**config.mk**
```make
export PLATFORM = sky130hd
export DESIGN_NAME = bus_resp
export DESIGN_NICKNAME = d
export VERILOG_FILES = /design/src/hw/bus_pkg.sv /design/src/hw/bus_resp.sv
export VERILOG_INCLUDE_DIRS = /design/src /design/src/include
export SDC_FILE = /design/constraint.sdc
export NUM_CORES = 1
export LEC_CHECK = 0
export BUFFER_PORTS_ARGS = -buffer_cell sky130_fd_sc_hd__buf_2
export CORE_ASPECT_RATIO = 2
export CORE_MARGIN = 2
export CORE_UTILIZATION = 30
export DETAILED_ROUTE_END_ITERATION = 10
export PLACE_DENSITY = 0.74
export SYNTH_ARGS = -nofsm -noshare
export SYNTH_HDL_FRONTEND = slang
export SYNTH_SLANG_ARGS = --single-unit
```
**constraint.sdc**
```tcl
create_clock -name clk_i -period 0.8 [get_ports clk_i]
set_input_delay 0.08 -clock clk_i [delete_from_list [all_inputs] [get_ports clk_i]]
set_output_delay 0.08 -clock clk_i [all_outputs]
set_load 0.01 [all_outputs]
```
**src/include/bus_cfg.svh**
```systemverilog
`ifndef BUS_CFG_SVH
`define BUS_CFG_SVH

// ==========================================================================
// data memory
// ==========================================================================
`define BUS_MEM_DEPTH     1024          // words of data memory.

// ==========================================================================
// peripheral map, addr[13] set, select in addr[8:6], offset in addr[5:0]
// ==========================================================================
`define BUS_SEL_TIMER     3'd3
`define BUS_SEL_GPIO      3'd5

// bit positions inside the one-hot target select
`define BUS_SEL_BIT_MEM   0
`define BUS_SEL_BIT_TMR   1
`define BUS_SEL_BIT_GPIO  2

`define TMR_CTRL          6'd0          // bit 0 enables counting.
`define TMR_COUNT         6'd1
`define TMR_CMP           6'd2
`define TMR_STAT          6'd3          // bit 0 is the pending irq.

`define GPIO_IN           6'd0
`define GPIO_OUT          6'd1

`endif
```
**src/hw/bus_pkg.sv**
```systemverilog
`default_nettype none

`include "bus_cfg.svh"

package bus_pkg;

    typedef logic [31:0] word_t;        // one bus data word.
    typedef logic [3:0]  be_t;          // byte enables.
    typedef logic [13:0] addr_t;        // word address.
    typedef logic [5:0]  reg_off_t;     // peripheral register offset.
    typedef logic [$clog2(`BUS_MEM_DEPTH)-1:0] mem_idx_t;
    typedef logic [15:0] gpio_t;        // gpio pins.
    typedef logic [2:0]  sel_t;         // one-hot target select.

    // merges the enabled byte lanes of a write into the old word
    function automatic word_t be_merge(word_t old_w, word_t new_w, be_t be);
        word_t res;
        res = old_w;
        for (int i = 0; i < 4; i++) begin
            if (be[i]) begin
                res[8*i +: 8] = new_w[8*i +: 8];
            end
        end
        return res;
    endfunction

endpackage

`default_nettype wire

```
**src/hw/bus_resp.sv**
```systemverilog
`default_nettype none

`include "bus_cfg.svh"

module bus_resp import bus_pkg::*; (
    input  wire logic  clk_i,
    input  wire logic  rst_i,
    input  wire logic  req_i,
    input  wire sel_t  sel_i,
    input  wire word_t mem_rdata_i,
    input  wire word_t tmr_rdata_i,
    input  wire word_t gpio_rdata_i,
    output logic       rvalid_o,
    output word_t      rdata_o
);

    word_t rdata_nxt;

    // unselected targets drop out, so holes read as zero
    assign rdata_nxt = ({32{sel_i[`BUS_SEL_BIT_MEM]}}  & mem_rdata_i)
                     | ({32{sel_i[`BUS_SEL_BIT_TMR]}}  & tmr_rdata_i)
                     | ({32{sel_i[`BUS_SEL_BIT_GPIO]}} & gpio_rdata_i);

    always_ff @(posedge clk_i) begin
        if (rst_i) begin
            rvalid_o <= 1'b0;
        end else begin
            rvalid_o <= req_i;                  // one pulse per request.
        end
    end

    always_ff @(posedge clk_i) begin
        rdata_o <= rdata_nxt;
    end

    assert property (@(posedge clk_i) disable iff (rst_i)
        rvalid_o && $past(rvalid_o) |-> $past(req_i) && $past(req_i, 2))
        else $error("bus_resp: rvalid held without back-to-back requests");

endmodule

`default_nettype wire

```
## Word level (Yosys, flattened, before mapping)

Index checks and enable logic that the tools add are counted.

- Bitwise operators: 5

Operator list:

| kind | number |
|---|---|
| bitwise AND 32 bit | 3 |
| bitwise OR 32 bit | 2 |

- Bits in registers: 33
- Bits of input ports: 102
- Output and inout port bits: 33
- Logic and storage cells: 7

## Depth between registers and ports, before layout

- Depth after elaboration: 3
- Mapped depth: 3
- Mapped depth without buffers: 2

## Worst setup path before layout

Ideal clock, no wire load.

- Path type: input-to-reg
- Start: input port sel_i[1]
- End: register rdata_o[10]
- Library setup time: 123 ps
- Data arrival time: 554 ps
- Data required time: 677 ps
- Path slack: 123 ps
- Stages on the path: 3
- Buffers on the path: 1
- Cell sequence: buf_4 > a222oi_1 > inv_1

- Cells in the longest elaborated chain, start to end: 3

Ends and longest elaborated chain:

| element | line | text |
|---|---|---|
| start: declaration | bus_resp.sv:9 | `input wire sel_t sel_i,` |
| bitwise AND 32 bit | bus_resp.sv:21 | `` \| ({32{sel_i[`BUS_SEL_BIT_TMR]}} & tmr_rdata_i) `` |
| bitwise OR 32 bit (2 in a row) | bus_resp.sv:20 | `` assign rdata_nxt = ({32{sel_i[`BUS_SEL_BIT_MEM]}} & mem_rdata_i) `` |
| via rdata_nxt[10] | bus_resp.sv:17 | `word_t rdata_nxt;` |
| end signal: assignment | bus_resp.sv:33 | `rdata_o <= rdata_nxt;` |
| end: declaration | bus_resp.sv:14 | `output word_t rdata_o` |

The timed path passes the listed nets, and every way through them passes these cells.
A chain may end at the register's enable or synchronous reset.

## Worst setup path in the final report

- Start: register rdata_o[8]
- End: output port rdata_o[8]

No word-level cell between the ends.

==> impl_metrics.py <==
metrics = {
    "status": {
        "status": "complete, but fails checks",
        "violations": "negative hold slack",
    },
    "synthesis": {
        "syn_area_um2": 1180,
        "avgSynthCellArea_um2": 11.1,
        "ys.warnings.count": 0,
        "netlist_instances": 107,
        "synth_fp_nets": 209,
        "synth_area_leaders": "dfxtp_1 (56%), a222oi_1 (27%), inv_1 (10%)",
        "ys_seq_area_frac": 0.559,
        "ys_types": 7,
        "yosys.area.top_type": "dfxtp_1",
        "yosysTopAreaCellShare": 0.559,
        "synth_seq_cells": 33,
    },
    "layout": {
        "drive_gt1_frac": 0.636,
        "fin_util": 0.559,
        "nNetsFinal": 348,
        "fin_area_um2": 2130,
        "syn_to_final_growth_pct": 79.8,
        "instances_no_fill": 298,
        "antenna_cells": 0,
    },
    "job": {
        "drv_cap": 0,
    },
    "sta": {
        "post-route-period-util": 0.999,
        "holdWs_ns": -0.000322,
        "final.setup.tns_ns": 0,
        "maxSlewViolCount": 0,
        "fmax_ghz": 1.25,
        "finalHoldViolations": 1,
        "tightest_slew_ns": 0.322,
        "period_needed_ns": 0.799,
        "rsz0062_at_grt": "true",
        "relSlewSlack": 0.785,
        "finalSetupViolCount": 0,
    },
    "setup_path": {
        "critPathKind": "reg2out",
        "path_delay_family": "flip-flops",
        "path_buf_inv": 1,
        "arrival_ns": 0.72,
        "crit_path_start_kind": "flop",
        "crit_slowest_cell": "dfxtp_2",
        "crit_cells": 1,
        "path_cells": "buf_6",
        "slowest_delay_ns": 0.33,
        "crit_required_ns": 0.72,
        "cp_max_fo": 1,
        "critPathCaptureType": "primary output",
    },
    "cts": {
        "clock_sinks": 33,
        "cts_buffers": 5,
        "clockBufferDepth": 2,
        "cts_root_buf": "clkbuf_8",
        "clk_pin_slew_ns": 0.07,
        "cts_tree": "built",
        "holdBufCountCts": 1,
        "cts-htree-levels": 2,
        "post_cts_buffers": 0,
    },
    "grt": {
        "grt_pass1_vias": 1477,
        "grt_start_max_net_pins": 33,
        "grt_antenna_before_repair": 0,
        "grt_pass1_wl_um": 6490,
        "overflow": 0,
        "grt_util_all_layers": 0.184,
    },
    "pwr": {
        "p_comb_frac": 0.179,
        "switchingPower_uw": 973,
        "peakVddDrop_mv": 1.52,
        "p_per_area_nw_per_um2": 2100,
        "switching_share": 0.218,
        "seq_power_share": 0.412,
        "static-leakage-power_uw": 0.00115,
        "pwr-share-clk": 0.408,
        "p_int_uw": 3490,
        "total_power_uw": 4460,
    },
    "placed_design": {
        "placed_area_um2": 1910,
        "dp_cells": 289,
        "gp_congestion": 0.846,
        "dp_hpwl_um": 3240,
        "io_buffers": 134,
    },
    "floorplanning": {
        "initial_utilization": 0.311,
        "core-area_um2": 3800,
        "io_pins": 135,
        "fp.dieH_um": 92.8,
        "die_area_um2": 4490,
        "die_w_um": 48.4,
        "std_cell_rows": 32,
    },
    "detailed_routing": {
        "wl_um": 3990,
        "vias": 1456,
        "routed_via_density": 4.89,
        "ant_nets": 0,
        "wl_per_cell_um": 13.4,
        "drcViolationCount": 0,
        "first_iter_violations": 118,
        "drtPass1Iterations": 5,
    },
    "min_path": {
        "min_path_type": "in2reg",
        "min_path_cells": 3,
    },
}
==> per-stage QoR <==
step	setup WS [ns]	hold WS (ns)
after global routing	-0.0333	-0.0134
after global placement	-0.208	0.243
after CTS	-0.0163	-0.00824
final	0.000979	-0.000322
after floorplan	0.123	0.152
after detailed placement	-0.194	0.245
==> area by class of cell <==
class,count,area (µm²)
Inverter,32,120
Sequential cell,33,672
Timing Repair Buffer,141,810
Tap cell,51,63.8
Clock inverter,3,65.1
Multi-Input combinational cell,33,327
Clock buffer,5,68.8
Fill cell,371,1680
==> power groups by stage <==
stage | combinational [µW] | clock, µW | sequential [µW]
2_1_floorplan | 229 | 0 | 1940
3_3_place_gp | 742 | 0 | 1860
3_5_place_dp | 756 | 0 | 1860
4_1_cts | 771 | 1890 | 1830
5_1_grt | 882 | 1970 | 1850
6_report | 801 | 1820 | 1840
==> final timing paths <==
check | start | to
worst max-delay path | rdata_o[8] | rdata_o[8]
worst min-delay path | gpio_rdata_i[12] | rdata_o[12]
==> synthesized netlist by cell type <==
| library cell | instances |
|---|---|
| inv_1 | 32 |
| buf_6 | 4 |
| dfxtp_1 | 33 |
| a222oi_1 | 32 |
| buf_2 | 3 |
| nor2b_1 | 1 |
| buf_4 | 2 |
==> state kept, by name, indices dropped and copies added (netlist names) <==
name      count
rdata_o      32
rvalid_o      1
==> what timing repair did <==
item | CTS | global route
setup endpoints to repair | 17 | 35
gates resized for setup | 4 | 16
pin swaps | 0 | 1
endpoints found under the hold margin | 16 | 2
==> cells by family (layout without fill, tap and decap cells) <==
family,count (synthesis),count (layout),share of synthesized area
AO/OA/AOI/OAI,32,32,0.271
AND/OR/NAND/NOR,1,1,0.00529
flip-flops,33,33,0.559
buffers and inverters,41,181,0.165
==> per-layer routing <==
| metal | global-route usage | up-vias | wire length, µm |
|---|---|---|---|
| met5 | 0 | - | 0 |
| met4 | 0.0786 | 0 | 89 |
| met3 | 0.0500 | 11 | 413 |
| met2 | 0.345 | 111 | 2170 |
| met1 | 0.187 | 649 | 1310 |
| li1 | - | 685 | - |
==> placed cells by master, fill, tap and decap left out, drive strengths merged <==
cell type and n:
a222oi 32, buf 140, bufinv 2, dlygate4sd3 1, nor2b 1, clkinv 1, dfxtp 33, inv 32
clkbuf 5
(Power assumes the default switching activity.)
