==> src/include/bus_cfg.svh <==
`ifndef BUS_CFG_SVH
`define BUS_CFG_SVH

// ==========================================================================
// data memory
// ==========================================================================
`define BUS_MEM_DEPTH     1024          // words of data memory.

// ==========================================================================
// peripheral map, addr[13] set, select in addr[8:6], offset in addr[5:0]
// ==========================================================================
`define BUS_SEL_TIMER     3'd3
`define BUS_SEL_GPIO      3'd5

// bit positions inside the one-hot target select
`define BUS_SEL_BIT_MEM   0
`define BUS_SEL_BIT_TMR   1
`define BUS_SEL_BIT_GPIO  2

`define TMR_CTRL          6'd0          // bit 0 enables counting.
`define TMR_COUNT         6'd1
`define TMR_CMP           6'd2
`define TMR_STAT          6'd3          // bit 0 is the pending irq.

`define GPIO_IN           6'd0
`define GPIO_OUT          6'd1

`endif
==> src/hw/bus_pkg.sv <==
`default_nettype none

`include "bus_cfg.svh"

package bus_pkg;

    typedef logic [31:0] word_t;        // one bus data word.
    typedef logic [3:0]  be_t;          // byte enables.
    typedef logic [13:0] addr_t;        // word address.
    typedef logic [5:0]  reg_off_t;     // peripheral register offset.
    typedef logic [$clog2(`BUS_MEM_DEPTH)-1:0] mem_idx_t;
    typedef logic [15:0] gpio_t;        // gpio pins.
    typedef logic [2:0]  sel_t;         // one-hot target select.

    // merges the enabled byte lanes of a write into the old word
    function automatic word_t be_merge(word_t old_w, word_t new_w, be_t be);
        word_t res;
        res = old_w;
        for (int i = 0; i < 4; i++) begin
            if (be[i]) begin
                res[8*i +: 8] = new_w[8*i +: 8];
            end
        end
        return res;
    endfunction

endpackage

`default_nettype wire

==> src/hw/bus_req_if.sv <==
`default_nettype none

interface bus_req_if import bus_pkg::*; ();

    sel_t     sel;                      // one-hot target select.
    logic     we;                       // write, qualified by the request.
    be_t      be;
    reg_off_t off;                      // peripheral register offset.
    mem_idx_t mem_idx;                  // data memory word index.
    word_t    wdata;

    modport decode (
        output sel, we, be, off, mem_idx, wdata
    );

    modport target (
        input sel, we, be, off, mem_idx, wdata
    );

endinterface

`default_nettype wire

==> src/hw/gpio.sv <==
`default_nettype none

`include "bus_cfg.svh"

module gpio import bus_pkg::*; (
    input  wire logic  clk_i,
    input  wire logic  rst_i,
    bus_req_if.target  req_i,
    input  wire gpio_t gpio_i,
    output gpio_t      gpio_o,
    output word_t      rdata_o
);

    gpio_t in_meta;
    gpio_t in_sync;
    logic  wr;
    word_t out_merged;

    assign wr         = req_i.we & req_i.sel[`BUS_SEL_BIT_GPIO];
    assign out_merged = be_merge({16'h0, gpio_o}, req_i.wdata, req_i.be);

    // two flops against metastability on the pins
    always_ff @(posedge clk_i) begin
        in_meta <= gpio_i;
        in_sync <= in_meta;
    end

    always_ff @(posedge clk_i) begin
        if (rst_i) begin
            gpio_o <= '0;
        end else if (wr && req_i.off == `GPIO_OUT) begin
            gpio_o <= out_merged[15:0];                     // lanes 0 and 1 only.
        end
    end

    always_comb begin
        case (req_i.off)
            `GPIO_IN:  rdata_o = {16'h0, in_sync};
            `GPIO_OUT: rdata_o = {16'h0, gpio_o};
            default:   rdata_o = '0;
        endcase
    end

endmodule

`default_nettype wire

==> src/flat_wrapper.sv <==
// flat-port wrapper written by rule: the top's interface ports become plain ports
module gpio_flat import bus_pkg::*;
  (clk_i, rst_i, gpio_i, gpio_o, rdata_o, req_i_sel, req_i_we, req_i_be, req_i_off, req_i_mem_idx, req_i_wdata);
  bus_req_if req_i_i ();
  input  wire logic clk_i;
  input  wire logic rst_i;
  input  wire gpio_t gpio_i;
  output gpio_t gpio_o;
  output word_t rdata_o;
  input wire logic [$bits(req_i_i.sel)-1:0] req_i_sel;
  input wire logic [$bits(req_i_i.we)-1:0] req_i_we;
  input wire logic [$bits(req_i_i.be)-1:0] req_i_be;
  input wire logic [$bits(req_i_i.off)-1:0] req_i_off;
  input wire logic [$bits(req_i_i.mem_idx)-1:0] req_i_mem_idx;
  input wire logic [$bits(req_i_i.wdata)-1:0] req_i_wdata;
  assign req_i_i.sel = req_i_sel;
  assign req_i_i.we = req_i_we;
  assign req_i_i.be = req_i_be;
  assign req_i_i.off = req_i_off;
  assign req_i_i.mem_idx = req_i_mem_idx;
  assign req_i_i.wdata = req_i_wdata;
  gpio u_core (.clk_i(clk_i), .rst_i(rst_i), .req_i(req_i_i), .gpio_i(gpio_i), .gpio_o(gpio_o), .rdata_o(rdata_o));
endmodule
==> config.mk <==
export PLATFORM = sky130hd
export DESIGN_NAME = gpio_flat
export DESIGN_NICKNAME = d
export VERILOG_FILES = /design/src/hw/bus_pkg.sv /design/src/hw/bus_req_if.sv /design/src/hw/gpio.sv /design/src/flat_wrapper.sv
export VERILOG_INCLUDE_DIRS = /design/src /design/src/include
export SDC_FILE = /design/constraint.sdc
export NUM_CORES = 1
export LEC_CHECK = 0
export BUFFER_PORTS_ARGS = -buffer_cell sky130_fd_sc_hd__buf_2
export CORE_ASPECT_RATIO = 1.4
export CORE_MARGIN = 1
export CORE_UTILIZATION = 38
export CTS_BUF_LIST = sky130_fd_sc_hd__clkbuf_4
export DETAILED_ROUTE_END_ITERATION = 8
export GPL_TIMING_DRIVEN = 0
export PLACE_DENSITY = 0.76
export REMOVE_ABC_BUFFERS = 1
export SLEW_MARGIN = 15
export SYNTH_ARGS = -nofsm -noshare
export SYNTH_HDL_FRONTEND = slang
export SYNTH_SLANG_ARGS = --single-unit
==> constraint.sdc <==
create_clock -name clk_i -period 1.8 [get_ports clk_i]
set_input_delay 0.27 -clock clk_i [delete_from_list [all_inputs] [get_ports clk_i]]
set_output_delay 0.27 -clock clk_i [all_outputs]
set_load 0.02 [all_outputs]
======== After elaboration in Yosys (flattened, before gate mapping) ========
Cells that the tools add are included.
cells by class
  divide/modulo/power cells ............... 0
  magnitude comparators ................... 0
  add/sub/neg operators ................... 0
  reductions and logical operators ........ 4
  shift operators ......................... 0
  equal/unequal tests ..................... 1
  muxes and demuxes ....................... 1
  multipliers ............................. 0
  bitwise gates (word level) .............. 1
operator list
  cell                  count
  $pmux W16 S2          1
  $eq A6 B1 Y1 const B  1
  $logic_not A6 Y1      1
  $reduce_and A2 Y1     2
  $and A1 B1 Y1         1
  $logic_and A1 B1 Y1   1
word-level totals
  bits in read-only memories .............. 0
  flip-flop bits (word level) ............. 48
  RAM bits ................................ 0
  bits in latches ......................... 0
  memories ................................ 0
  logic and storage cells ................. 11
  output and inout bits ................... 48

======== Longest topological paths before layout ========
  depth after elaboration ................. 3
  mapped depth ............................ 5

======== Least setup slack after synthesis ========
Ideal clock, no wire load.
  path type ............................... input port to output port
  start ................................... in req_i_off[0]
  end ..................................... out rdata_o[0]
  path buffers ............................ 1
  cell stages on the path ................. 4
  arrival ................................. 1.472 ns
  slack ................................... 0.058 ns
  path through ............................ or4_1 > nor2_2 > buf_2 > a22o_1
between the ends
  longest elaborated chain between the ends .. 2
ends and longest elaborated chain
  item                                                     RTL line            RTL
  start, declared                                          flat_wrapper.sv:13  input wire logic [$bits(req_i_i.off)-1:0] req_i_off;
  $eq A6 B1 Y1 / $logic_not A6 Y1 (equally long branches)  gpio.sv:37          case (req_i.off)
  $pmux W16 S2 (*)                                         gpio.sv:37
  end, declared                                            flat_wrapper.sv:9   output word_t rdata_o;
Mark *: on every way between the ends. The rest lies on a longest branch, timed or not.

======== Worst setup path after layout ========
  start ................................... in req_i_off[2]
  end ..................................... out rdata_o[13]
The elaborated chain is that of the path after synthesis.

==> flow_metrics.py <==
metrics = {
    "status": {
        "outcome": "finished clean",
    },
    "logic_synthesis": {
        "synth_top_area_cell": "dfxtp_1",
        "synth.area.top_cells": "dfxtp_1 (57%), a22o_1 (8.3%), buf_4 (7.2%)",
        "synth.avg_cell_area_um2": 11.0,
        "ys_warn_count": 0,
        "yosysTopAreaCellShare_pct": 57.2,
        "postSynthCellCount": 152,
        "synth.distinct_cells": 20,
        "synth-seq-area-share_pct": 57.2,
        "ys_seq_elements": 48,
        "synth_area_um2": 1680,
    },
    "layout": {
        "area_delta_synth_final_pct": 43.0,
        "final_area_um2": 2400,
        "nets": 317,
        "antenna_cells": 0,
        "drive_gt1_share_pct": 38.1,
        "final_cells": 304,
    },
    "global_routing": {
        "grt_pass1_wl_um": 6100,
        "gr-total-overflow": 0,
        "antenna_found_initial": 0,
        "grt_use_total_pct": 17.4,
        "grt_max_degree": 19,
        "grt_pass1_vias": 1294,
    },
    "min_path": {
        "hp-class": "primary input to register",
    },
    "clock_tree": {
        "clock-root-buffer": "clkbuf_4",
        "clockBufferDepth": 2,
        "cts_sinks": 48,
        "numCtsBuffers": 5,
        "cts_tree": "built",
        "clk_latency_ns": 0.34,
        "htree_levels": 2,
        "cts.clk_slew.worst_paths_ns": 0.13,
    },
    "floorplanning": {
        "fp.coreArea_um2": 4240,
        "row_count": 28,
        "die_area_um2": 4690,
        "start_util_pct": 39.6,
        "ios": 122,
        "die_w_um": 58.2,
        "die_h_um": 80.7,
    },
    "timing": {
        "maxSlewHeadroom_pct": 22.4,
        "rsz0062_at_grt": "no",
        "slew_violations": 0,
        "period_share_pct": 97.8,
        "fin_tns_setup_ns": 0,
        "fmax_mhz": 568,
        "finClkSkew_ns": 0.00544,
        "holdWs_ns": 0.168,
        "finalWorstPathRequiredPeriod_ns": 1.76,
        "hold_viol_final": 0,
        "setup_viol": 0,
        "max_slew.worst_pin.slew_ns": 1.16,
    },
    "run": {
        "drv_cap": 0,
    },
    "critical_path": {
        "crit_required_ns": 1.53,
        "cp.buffers_inverters": 3,
        "crit_type": "primary input to output port",
        "crit_top_cell": "buf_6",
        "arrival_ns": 1.49,
        "end_kind": "output port",
        "slowest_delay_ns": 0.56,
        "start_kind": "primary input",
        "critPathMaxFanout": 11,
        "crit_path_cell_trace": "buf_6 -> or4b_4 -> nor2_4 -> buf_12 -> a22o_1 -> buf_6",
        "cp_top_family": "simple AND/OR/NAND/NOR gates",
        "crit_slowest_cell": "or4b_4",
    },
    "pwr": {
        "ir_worst_vdd_v": 0.000641,
        "power_mw": 1.88,
        "p_leak_nw": 1.07,
        "powerDensity_nw_per_um2": 782,
    },
    "detailed_routing": {
        "avgRoutedWirePerCell_um": 13.5,
        "vias_per_cell": 4.79,
        "wl_um": 4120,
        "drtAntennaViolNets": 0,
        "vias": 1457,
        "drt_iter0_markers": 86,
        "first_pass_iters": 4,
        "drc": 0,
    },
    "place": {
        "gp_congestion": 0.724,
        "port_buffers": 75,
        "dp_hpwl_um": 2540,
        "dpl_cell_area_um2": 2000,
        "dp.cells": 274,
    },
}
state kept, by name (all words and copies together), names as in the netlist:
register        flops
u_core.gpio_o      16
u_core.in_sync     16
u_core.in_meta     16
kinds of logic after synthesis:
group	after synthesis	synth area share (%)
compound gates	48	20.3
flops	48	57.2
buf+inv	28	11.4
simple gates	27	10.9
other cells	1	0.223
where the power goes:
group          leakage, nW  switching, mW  internal [mW]
clock network       0.0403          0.311          0.284
registers            0.399        0.00895           1.10
logic                0.627         0.0966         0.0760
total                 1.07          0.417           1.46
path summary, 6_finish.rpt:
check | startpoint | to | slack, ns | depth (start not counted)
min reg2reg | u_core.in_meta[8] | u_core.in_sync[8] | 0.34 | 0
max | req_i_off[2] | rdata_o[13] | 0.04 | 6
max reg2reg | u_core.gpio_o[13] | u_core.gpio_o[13] | 1.13 | 2
min | req_i_wdata[12] | u_core.gpio_o[12] | 0.17 | 3
layer usage:
metal	global-route usage [%]	part of all wire [%]
met3	4.03	6.6
met4	6.43	0.66
met2	29.7	53
met1	21.0	40
met5	0	0
Yosys cell counts:
cell / instances
buf_1: 1
nor2_2: 1
nor4b_2: 1
and3_1: 2
clkbuf_1: 5
conb_1: 1
buf_6: 3
a21oi_1: 16
or4b_1: 1
dfxtp_1: 48
nor2_1: 1
buf_2: 3
or2_2: 1
or4_1: 1
a22o_1: 16
nor2_4: 1
nand4_1: 16
nand3_1: 2
o31ai_1: 16
buf_4: 16
what timing repair did:
item                       in CTS  in global routing
resized for setup              19                 15
setup buffers                   6                  0
pin swaps                       3                  4
hold buffers                   11                  5
setup endpoints to repair      16                 16
hold endpoints to repair       11                  5
final cells by class:
| cell class | count | area (um^2) |
|---|---|---|
| fill | 386 | 1840 |
| sequential | 48 | 961 |
| timing repair buffer | 97 | 683 |
| multi-input combinational | 91 | 607 |
| tap | 60 | 75.1 |
| clock buffer | 5 | 37.5 |
| clock inverter | 3 | 37.5 |
cell usage in the layout, fill, tap and decap left out, drive strengths merged:
master        n
clkbuf        5
clkinv        2
or4           1
conb         16
o31ai        16
dfxtp        48
buf          81
bufinv        1
and3          2
a22o         16
or2           1
a21oi        16
nor2          3
or4b          1
nand4        16
dlygate4sd3  16
nor4b         1
nand3         2
stage by stage:
stage | worst slack, ns | utilization [%]
after global placement | -0.591 | 47.0
final | 0.0391 | 56.6
after detailed placement | -0.599 | 47.3
after global routing | 0.00135 | 56.6
after floorplan | -0.109 | -
after CTS | 0.00153 | 54.3
worst min-delay path, delay by kind of cell:
family          cells  cell delay (ns)
buf+inv             1             0.10
simple gates        1             0.06
compound gates      1             0.06
No activity file was read; power rests on OpenSTA's default activity.
