File: src/include/bus_cfg.svh
`ifndef BUS_CFG_SVH
`define BUS_CFG_SVH

// ==========================================================================
// data memory
// ==========================================================================
`define BUS_MEM_DEPTH     1024          // words of data memory.

// ==========================================================================
// peripheral map, addr[13] set, select in addr[8:6], offset in addr[5:0]
// ==========================================================================
`define BUS_SEL_TIMER     3'd3
`define BUS_SEL_GPIO      3'd5

// bit positions inside the one-hot target select
`define BUS_SEL_BIT_MEM   0
`define BUS_SEL_BIT_TMR   1
`define BUS_SEL_BIT_GPIO  2

`define TMR_CTRL          6'd0          // bit 0 enables counting.
`define TMR_COUNT         6'd1
`define TMR_CMP           6'd2
`define TMR_STAT          6'd3          // bit 0 is the pending irq.

`define GPIO_IN           6'd0
`define GPIO_OUT          6'd1

`endif
File: src/hw/bus_pkg.sv
`default_nettype none

`include "bus_cfg.svh"

package bus_pkg;

    typedef logic [31:0] word_t;        // one bus data word.
    typedef logic [3:0]  be_t;          // byte enables.
    typedef logic [13:0] addr_t;        // word address.
    typedef logic [5:0]  reg_off_t;     // peripheral register offset.
    typedef logic [$clog2(`BUS_MEM_DEPTH)-1:0] mem_idx_t;
    typedef logic [15:0] gpio_t;        // gpio pins.
    typedef logic [2:0]  sel_t;         // one-hot target select.

    // merges the enabled byte lanes of a write into the old word
    function automatic word_t be_merge(word_t old_w, word_t new_w, be_t be);
        word_t res;
        res = old_w;
        for (int i = 0; i < 4; i++) begin
            if (be[i]) begin
                res[8*i +: 8] = new_w[8*i +: 8];
            end
        end
        return res;
    endfunction

endpackage

`default_nettype wire

File: src/hw/bus_req_if.sv
`default_nettype none

interface bus_req_if import bus_pkg::*; ();

    sel_t     sel;                      // one-hot target select.
    logic     we;                       // write, qualified by the request.
    be_t      be;
    reg_off_t off;                      // peripheral register offset.
    mem_idx_t mem_idx;                  // data memory word index.
    word_t    wdata;

    modport decode (
        output sel, we, be, off, mem_idx, wdata
    );

    modport target (
        input sel, we, be, off, mem_idx, wdata
    );

endinterface

`default_nettype wire

File: src/hw/timer.sv
`default_nettype none

`include "bus_cfg.svh"

module timer import bus_pkg::*; (
    input  wire logic  clk_i,
    input  wire logic  rst_i,
    bus_req_if.target  req_i,
    input  wire logic  irq_ack_i,
    output word_t      rdata_o,
    output logic       irq_o
);

    logic  en;
    word_t count;
    word_t cmp;
    logic  wr;
    logic  match;
    logic  stat_clr;

    assign wr       = req_i.we & req_i.sel[`BUS_SEL_BIT_TMR];
    assign match    = en & (count == cmp);
    assign stat_clr = wr & (req_i.off == `TMR_STAT) & req_i.be[0] & req_i.wdata[0];

    // ======================================================================
    // registers
    // ======================================================================
    always_ff @(posedge clk_i) begin
        if (rst_i) begin
            en    <= 1'b0;
            count <= '0;
            cmp   <= '0;
            irq_o <= 1'b0;
        end else begin
            if (wr && req_i.off == `TMR_CTRL && req_i.be[0]) begin
                en <= req_i.wdata[0];
            end
            if (wr && req_i.off == `TMR_COUNT) begin
                count <= be_merge(count, req_i.wdata, req_i.be);   // write wins.
            end else if (en) begin
                count <= count + 32'd1;
            end
            if (wr && req_i.off == `TMR_CMP) begin
                cmp <= be_merge(cmp, req_i.wdata, req_i.be);
            end
            // a new match beats a clear in the same cycle
            if (match) begin
                irq_o <= 1'b1;
            end else if (irq_ack_i || stat_clr) begin
                irq_o <= 1'b0;
            end
        end
    end

    always_comb begin
        case (req_i.off)
            `TMR_CTRL:  rdata_o = {31'd0, en};
            `TMR_COUNT: rdata_o = count;
            `TMR_CMP:   rdata_o = cmp;
            `TMR_STAT:  rdata_o = {31'd0, irq_o};
            default:    rdata_o = '0;
        endcase
    end

    // the interrupt may only be raised by a match seen while enabled
    assert property (@(posedge clk_i) disable iff (rst_i)
        $rose(irq_o) |-> $past(en))
        else $error("timer: irq raised while disabled");

endmodule

`default_nettype wire

File: src/flat_wrapper.sv
// flat-port wrapper written by rule: the top's interface ports become plain ports
module timer_flat import bus_pkg::*;
  (clk_i, rst_i, irq_ack_i, rdata_o, irq_o, req_i_sel, req_i_we, req_i_be, req_i_off, req_i_mem_idx, req_i_wdata);
  bus_req_if req_i_i ();
  input  wire logic clk_i;
  input  wire logic rst_i;
  input  wire logic irq_ack_i;
  output word_t rdata_o;
  output logic irq_o;
  input wire logic [$bits(req_i_i.sel)-1:0] req_i_sel;
  input wire logic [$bits(req_i_i.we)-1:0] req_i_we;
  input wire logic [$bits(req_i_i.be)-1:0] req_i_be;
  input wire logic [$bits(req_i_i.off)-1:0] req_i_off;
  input wire logic [$bits(req_i_i.mem_idx)-1:0] req_i_mem_idx;
  input wire logic [$bits(req_i_i.wdata)-1:0] req_i_wdata;
  assign req_i_i.sel = req_i_sel;
  assign req_i_i.we = req_i_we;
  assign req_i_i.be = req_i_be;
  assign req_i_i.off = req_i_off;
  assign req_i_i.mem_idx = req_i_mem_idx;
  assign req_i_i.wdata = req_i_wdata;
  timer u_core (.clk_i(clk_i), .rst_i(rst_i), .req_i(req_i_i), .irq_ack_i(irq_ack_i), .rdata_o(rdata_o), .irq_o(irq_o));
endmodule
File: config.mk
export PLATFORM = sky130hd
export DESIGN_NAME = timer_flat
export DESIGN_NICKNAME = d
export VERILOG_FILES = /design/src/hw/bus_pkg.sv /design/src/hw/bus_req_if.sv /design/src/hw/timer.sv /design/src/flat_wrapper.sv
export VERILOG_INCLUDE_DIRS = /design/src /design/src/include
export SDC_FILE = /design/constraint.sdc
export NUM_CORES = 1
export LEC_CHECK = 0
export ABC_CLOCK_PERIOD_IN_PS = 3200
export BUFFER_PORTS_ARGS = -buffer_cell sky130_fd_sc_hd__buf_2
export CAP_MARGIN = 0
export CORE_MARGIN = 1
export CORE_UTILIZATION = 50
export CTS_BUF_LIST = sky130_fd_sc_hd__clkbuf_2 sky130_fd_sc_hd__clkbuf_4 sky130_fd_sc_hd__clkbuf_8
export DETAILED_ROUTE_END_ITERATION = 6
export GPL_ROUTABILITY_DRIVEN = 1
export PLACE_DENSITY_LB_ADDON = 0.12
export SETUP_SLACK_MARGIN = 0.02
export SYNTH_ARGS = -nofsm -noshare
export SYNTH_HDL_FRONTEND = slang
export SYNTH_SLANG_ARGS = --single-unit
File: constraint.sdc
create_clock -name clk_i -period 3.2 [get_ports clk_i]
set_clock_uncertainty 0.15 [all_clocks]
set_input_delay 0.64 -clock clk_i [delete_from_list [all_inputs] [get_ports clk_i]]
set_output_delay 0.64 -clock clk_i [all_outputs]
set_load 0.05 [all_outputs]
* After elaboration in Yosys (flattened, before gate mapping)
Cells that the tools add are included.
W data, S select, Z words.
** Word-level totals
- Bits in registers :: 66
- Latch bits :: 0
- RAM bits :: 0
- Memory bits (read-only) :: 0
- Bits of input ports :: 59
- Logic and storage cells :: 49
- Memories :: 0
** Cells by class
- Add/sub/neg operators :: 1
- Multipliers :: 0
- Div/mod/pow operators :: 0
- $lt $le $gt $ge :: 0
- Eq/ne operators :: 8
- Shifts and indexed selects :: 0
- Mux-type cells :: 9
- Bitwise operators :: 5
- Reductions and logical operators :: 16
** Operator list (number)
- $pmux W32 S4 :: 1
- $mux W32 :: 2
- $add A32 B1 Y32 const B :: 1
- $eq A32 B32 Y1 :: 1
- $mux W8 :: 4
- $reduce_and A2 Y1 :: 8
- $eq A6 B2 Y1 const B :: 2
- $ne A2 B2 Y1 const B :: 4
- $eq A6 B1 Y1 const B :: 1
- $logic_not A6 Y1 :: 1
- $and A1 B1 Y1 :: 5
- $logic_and A1 B1 Y1 :: 4
- $reduce_bool A2 Y1 :: 2
- $mux W1 :: 2
- $logic_or A1 B1 Y1 :: 1

* Depth between registers and ports, before layout
Gate-level depths: netlist of run 1.
- Depth after elaboration :: 7
- Gate-level depth with buffers :: 8
- Mapped depth without buffers :: 5

* Worst setup path before layout of run 1
OpenSTA, ideal clock, no wires.
- Kind :: input port to output port
- Start :: input port req_i_off[5]
- End :: output port rdata_o[10]
- Arrival :: 2354 ps
- Required time :: 2410 ps
- Setup slack :: 56 ps
- Stages :: 5
- Buffers on the path :: 2
- Cells stage by stage :: or4_1 -> buf_6 -> nor3_4 -> buf_2 -> a22o_1
** Between the ends
- Cells in the longest elaborated chain, start to end :: 2
** Ends and longest elaborated chain
- from (decl) :: line flat_wrapper.sv:13 : input wire logic [$bits(req_i_i.off)-1:0] req_i_off;
- $eq A6 B2 Y1 (tied with other cells) :: line timer.sv:56 : case (req_i.off)
- $pmux W32 S4 * :: line timer.sv:56
- to (decl) :: line flat_wrapper.sv:8 : output word_t rdata_o;
Mark *: on every way between the ends. The rest lies on a longest branch, timed or not.

* Worst setup path in the final report of run 1
- Start :: input port req_i_off[5]
- End :: output port rdata_o[1]
The elaborated chain is that of the path after synthesis.

==> metrics.cfg, run 1 <==
[final_layout]
layout.nets = 568
final_cell_mix = buf_2, dfxtp_1, nor2_1, mux2i_1, a22o_1
final_common_cell = buf_2
nFillCells = 741
synthToLayoutAreaGrowth_pct = 13.44
num_antenna_cells = 0
drive_gt1_share_pct = 25.78

[setup_path]
start_kind = primary input
critPathArrivalTime_ns = 2.25
cp-end-kind = output port
path_class = primary input to output port
worst_ep_required_time_ns = 2.41
critPathMaxFanout = 24

[route]
wl_per_cell_um = 18.78
wl_met1_um = 5183
wl_met3_um = 827
highest_layer = met4
drc_errors = 0
avgViaCountPerCell = 6.265
drt_iter0_markers = 283
drt.antenna.violating_nets = 0
dr.pass1.iters = 5
dr_total_vias = 3847
met2_length_um = 5047
finalWirelength_um = 11530

[place]
routabilityCongestion = 0.9015
post-place-ws_ns = 0.1800
io_buffer_count = 79
place_hpwl_um = 8448

[pwr]
p_per_area_nw_per_um2 = 329.7
p_leak_uw = 0.002012
peakVddDrop_mv = 0.1772

[grt]
grt_pass1_vias = 3704
antenna_found_initial = 0
grt_overflow_total = 0
grt_pass1_wl_um = 18840
grtUsageTotal_pct = 28.88
grt_max_degree = 34

[clock_tree]
numCtsBuffers = 9
insertion_delay_ns = 0.35
clk_pin_slew_worst_paths_ns = 0.07
cts_num_sinks = 66
postCtsSetupRepairBufs = 0
htree_levels = 3
cts.path.max_buffers = 2
cts.repair.resized = 0
cts_root_buf = clkbuf_8
cts_tree = built
cts_hold_buf = 0

[logic_synthesis]
seq_area_frac_synth_pct = 32.47
ys.flop_type = dfxtp_1
synth_cell_types = 71
synth_edf_count = 0
yosys_warnings = 0
syn_nets = 503
avgSynthCellArea_um2 = 9.185
synth_area_um2 = 4069
async_flop_share_pct = 0
synth_seq_cells = 66
netlist_instances = 443

[timing]
fin_ws_ns = 0.1585
setup_tns_ns = 0
slew_violations = 0
slew_headroom_pct = 57.51
period_minus_slack_ns = 3.041
setup_viol = 0
final.period_utilization_pct = 95.05
max_freq_ghz = 0.3288
rsz0062_at_grt = no
worst_pin_slew_ns = 0.6324
hold_viol_final = 0

[floorplanning]
dieArea_um2 = 8503
ios = 92
fp.dieH_um = 92.21
fp.dieW_um = 92.21
rows = 32
core_area_um2 = 7807
start_util_pct = 52.12

[status]
status = completed

[min_path]
min_path_type = primary input to register

[flow_run]
cap_viol_max_count = 0

## synth_stat cells, types with 2 or more instances
| master | n | area share (%) |
|---|---|---|
| buf_6 | 3 | 0.83 |
| a22o_1 | 30 | 6.5 |
| nor4_1 | 14 | 2.2 |
| nand2_1 | 24 | 2.2 |
| buf_4 | 5 | 0.92 |
| buf_2 | 10 | 1.2 |
| o311ai_0 | 3 | 0.65 |
| nand4_1 | 14 | 2.2 |
| a21oi_1 | 10 | 1.2 |
| nand4_4 | 5 | 2.6 |
| clkbuf_1 | 12 | 1.1 |
| and3_1 | 15 | 2.3 |
| o221ai_1 | 2 | 0.43 |
| o21ai_0 | 6 | 0.74 |
| nor3_1 | 11 | 1.4 |
| o211ai_1 | 3 | 0.55 |
| o21bai_1 | 3 | 0.55 |
| nor4_4 | 2 | 1.0 |
| a211oi_1 | 10 | 1.8 |
| mux2_2 | 3 | 0.83 |
| or4_1 | 3 | 0.55 |
| a311oi_1 | 7 | 1.5 |
| nand2b_1 | 2 | 0.31 |
| xnor2_1 | 20 | 4.3 |
| nand3_1 | 7 | 0.86 |
| dfxtp_1 | 66 | 32 |
| clkbuf_8 | 5 | 1.7 |
| a311o_1 | 3 | 0.74 |
| xor2_1 | 12 | 2.6 |
| o22ai_1 | 2 | 0.31 |
| nor2_1 | 50 | 4.6 |
| a31oi_1 | 5 | 0.77 |
| and4_1 | 2 | 0.43 |
| inv_1 | 5 | 0.46 |
| mux2i_1 | 33 | 8.1 |
## path summary, 6_finish.rpt
check / from / to / slack, ns / cells past startpoint
worst max-delay path: req_i_off[5] / rdata_o[1] / 0.16 / 6
worst min-delay path: req_i_wdata[10] / u_core.cmp[10] / 0.39 / 3
worst max register to register: u_core.count[10] / u_core.count[21] / 0.86 / 5
worst min register to register: u_core.cmp[2] / u_core.cmp[2] / 0.40 / 2
## area by class of cell
type / count / area (um^2) / share of cell area (%)
Sequential cell: 66 / 1321 / 28.63
Inverter: 5 / 18.77 / 0.4066
Timing Repair Buffer: 91 / 498.0 / 10.79
Clock inverter: 4 / 20.02 / 0.4337
Multi-Input combinational cell: 335 / 2491 / 53.97
Clock buffer: 11 / 138.9 / 3.009
Tap cell: 102 / 127.6 / 2.765
## worst max-delay path: stages
cell	delay, ns
buf_2	0.11
or4_1	0.59
nor3_4	0.22
buf_12	0.22
a22o_1	0.19
buf_2	0.27
## per-layer routing
layer,track usage [%],up-vias
li1,-,1824
met1,39.29,1833
met2,42.66,156
met3,6.219,34
met4,14.97,0
met5,0,-
## where the power goes
| group | internal (uW) | switching, uW | total (uW) |
|---|---|---|---|
| Combinational | 33.6 | 55.9 | 89.6 |
| Sequential | 822 | 2.01 | 824 |
| Clock | 289 | 319 | 608 |
## flip-flops by register name, indices dropped and copies added, names as in the netlist
register and flops:
u_core.count 32, u_core.irq_o 1, u_core.cmp 32, u_core.en 1
## through the flow
| step | util, % | cells | hold slack, ns | total power, uW | area (um^2) |
|---|---|---|---|---|---|
| after floorplan | - | 443 | 0.3480 | 885.2 | 4069 |
| after global placement | 57.08 | 599 | 0.3702 | 930.6 | 4457 |
| after detailed placement | 57.08 | 599 | 0.3817 | 931.9 | 4457 |
| after CTS | 59.12 | 614 | 0.3911 | 1523 | 4616 |
| after global routing | 59.12 | 614 | 0.4017 | 1572 | 4616 |
| final | 59.12 | 614 | 0.3881 | 1522 | 4616 |
## cell families (layout without fill, tap and decap cells)
kind of cell	count (synthesis)	count (layout)	synth area share, %
and+or+nand+nor	166	166	24.88
AOI/OAI and AO/OA	99	99	19.50
DFF	66	66	32.47
buffers and inverters	42	111	6.458
muxes	37	37	9.502
xor gates and xnor gates	32	32	6.888
adders and majority gates	1	1	0.3075
Note: power is estimated with default switching activity, not from simulation.
==> inputs of run 2 (changes only) <==
- BUFFER_PORTS_ARGS: -buffer_cell sky130_fd_sc_hd__buf_2 -> -buffer_cell sky130_fd_sc_hd__buf_4
==> run 2 against run 1 <==
Effect of this change:
- wire length grew 0.45%
- utilization grew 2.6 points
- first-iteration DRC count grew 7.4%
- hold slack lost 0.012 ns
- critical path depth is the same
- global-route usage shrank 1.1 points
- via count shrank 0.42%
- combinational power grew 16%
- sequential cell count is the same
- sequential power is essentially flat
- critical path type unchanged
==> metrics.cfg, run 2 (synthesis results as in run 1) <==
[grt]
grt_pass1_vias = 3562
grtUsageTotal_pct = 27.75
grt_pass1_wl_um = 18200
antenna_found_initial = 0
grt_max_degree = 63
grt_overflow_total = 0

[setup_path]
regToRegStartpoint = u_core.count[10]
ff2ff_path_depth = 5
critPathMaxFanout = 13
cp-end-kind = output port
critPathArrivalTime_ns = 2.22
start_kind = primary input
r2r_setup_slack_ns = 0.86
worst_ep_required_time_ns = 2.41
path_class = primary input to output port
reg2reg_to = u_core.count[21]

[floorplanning]
start_util_pct = 52.12
fp.dieH_um = 92.21
rows = 32
fp.dieW_um = 92.21
dieArea_um2 = 8503
core_area_um2 = 7807
ios = 92

[clock_tree]
cts.repair.resized = 0
insertion_delay_ns = 0.35
cts_hold_buf = 0
cts_num_sinks = 66
cts_root_buf = clkbuf_8
clk_pin_slew_worst_paths_ns = 0.07
postCtsSetupRepairBufs = 0
cts.path.max_buffers = 2
numCtsBuffers = 9
htree_levels = 3
cts_tree = built

[place]
io_buffer_count = 79
routabilityCongestion = 0.9168
place_hpwl_um = 8284

[pwr]
p_sw_uw = 378.0
p_seq_share_pct = 53.2
p_per_area_nw_per_um2 = 321.6
internal_power_uw = 1171
combPwrFrac_pct = 6.7
p_clk_share_pct = 40.0
peakVddDrop_mv = 0.1661
sw_frac_of_total_pct = 24.40
p_leak_uw = 0.002040

[final_layout]
final_common_cell = buf_4
utilization_pct = 61.68
final_cell_mix = buf_4, dfxtp_1, nor2_1, mux2i_1, a22o_1
reg.largest.list = u_core.cmp (32), u_core.count (32)
layout.nets = 567
drive_gt1_share_pct = 25.29
num_antenna_cells = 0
synthToLayoutAreaGrowth_pct = 18.36

[timing]
setup_tns_ns = 0
setup_viol = 0
slew_headroom_pct = 54.84
max_freq_ghz = 0.3317
worst_pin_slew_ns = 0.6774
final.period_utilization_pct = 94.21
whs_ns = 0.3763
hold_viol_final = 0
slew_violations = 0
period_minus_slack_ns = 3.015
rsz0062_at_grt = no

[route]
finalWirelength_um = 11580
wl_per_cell_um = 18.92
drt_iter0_markers = 304
dr.pass1.iters = 4
drc_errors = 0
dr_total_vias = 3831
avgViaCountPerCell = 6.260
drt.antenna.violating_nets = 0

[min_path]
min_path_cells = 3
hold_start = req_i_wdata[14]
min_path_type = primary input to register
min_to = u_core.cmp[14]

[flow_run]
cap_viol_max_count = 0

[status]
status = completed

==> run 2: worst max-delay path by stage <==
stage | to | start | depth (start not counted) | slack (ns)
3_5_place_dp | rdata_o[1] | req_i_off[5] | 6 | 0.21
5_1_grt | rdata_o[1] | req_i_off[5] | 6 | 0.17
4_1_cts | rdata_o[1] | req_i_off[5] | 6 | 0.19
2_1_floorplan | rdata_o[10] | req_i_off[5] | 5 | 0.06
3_3_place_gp | rdata_o[1] | req_i_off[5] | 6 | 0.22
6_report | rdata_o[1] | req_i_off[5] | 6 | 0.19
==> run 2: worst max-delay path, cell delays in order <==
cell,delay [ns]
buf_4,0.11
or4_1,0.60
nor3_4,0.21
buf_4,0.27
a22o_1,0.20
buf_4,0.21
==> run 2: area by class of cell <==
cell class / count / area (um^2)
repair buffers: 90 / 700.7
well taps: 102 / 127.6
clock inverters: 3 / 17.52
flip-flops and latches: 66 / 1321
inverters: 5 / 18.77
fillers: 713 / 2992
clock buffers: 11 / 145.1
multi-input cells: 335 / 2485
==> run 2: power by group through the flow <==
stage               Combinational (uW)  Sequential [uW]  Clock, uW
finish                             104              824        620
global route                       111              824        658
floorplan                         43.0              842          0
CTS                                104              824        622
detailed placement                 104              843          0
global placement                   103              843          0
==> run 2: stage by stage <==
step / setup WS (ns) / total power [uW] / instance area [um^2] / instances
after detailed placement: 0.2087 / 946.7 / 4653 / 598
after CTS: 0.1940 / 1551 / 4816 / 612
final: 0.1854 / 1549 / 4816 / 612
after floorplan: 0.05563 / 885.2 / 4069 / 443
after global placement: 0.2243 / 946.1 / 4653 / 598
after global routing: 0.1670 / 1593 / 4816 / 612
==> run 2: routing by layer <==
| metal | share of wire, % | vias to the layer above | GRT usage, % | wire, um |
|---|---|---|---|---|
| met5 | 0 | - | 0 | 0 |
| met4 | 2.7 | 0 | 12.24 | 314 |
| met3 | 7.0 | 21 | 3.648 | 806 |
| met2 | 45 | 161 | 43.28 | 5266 |
| met1 | 45 | 1839 | 38.14 | 5195 |
| li1 | - | 1810 | - | - |
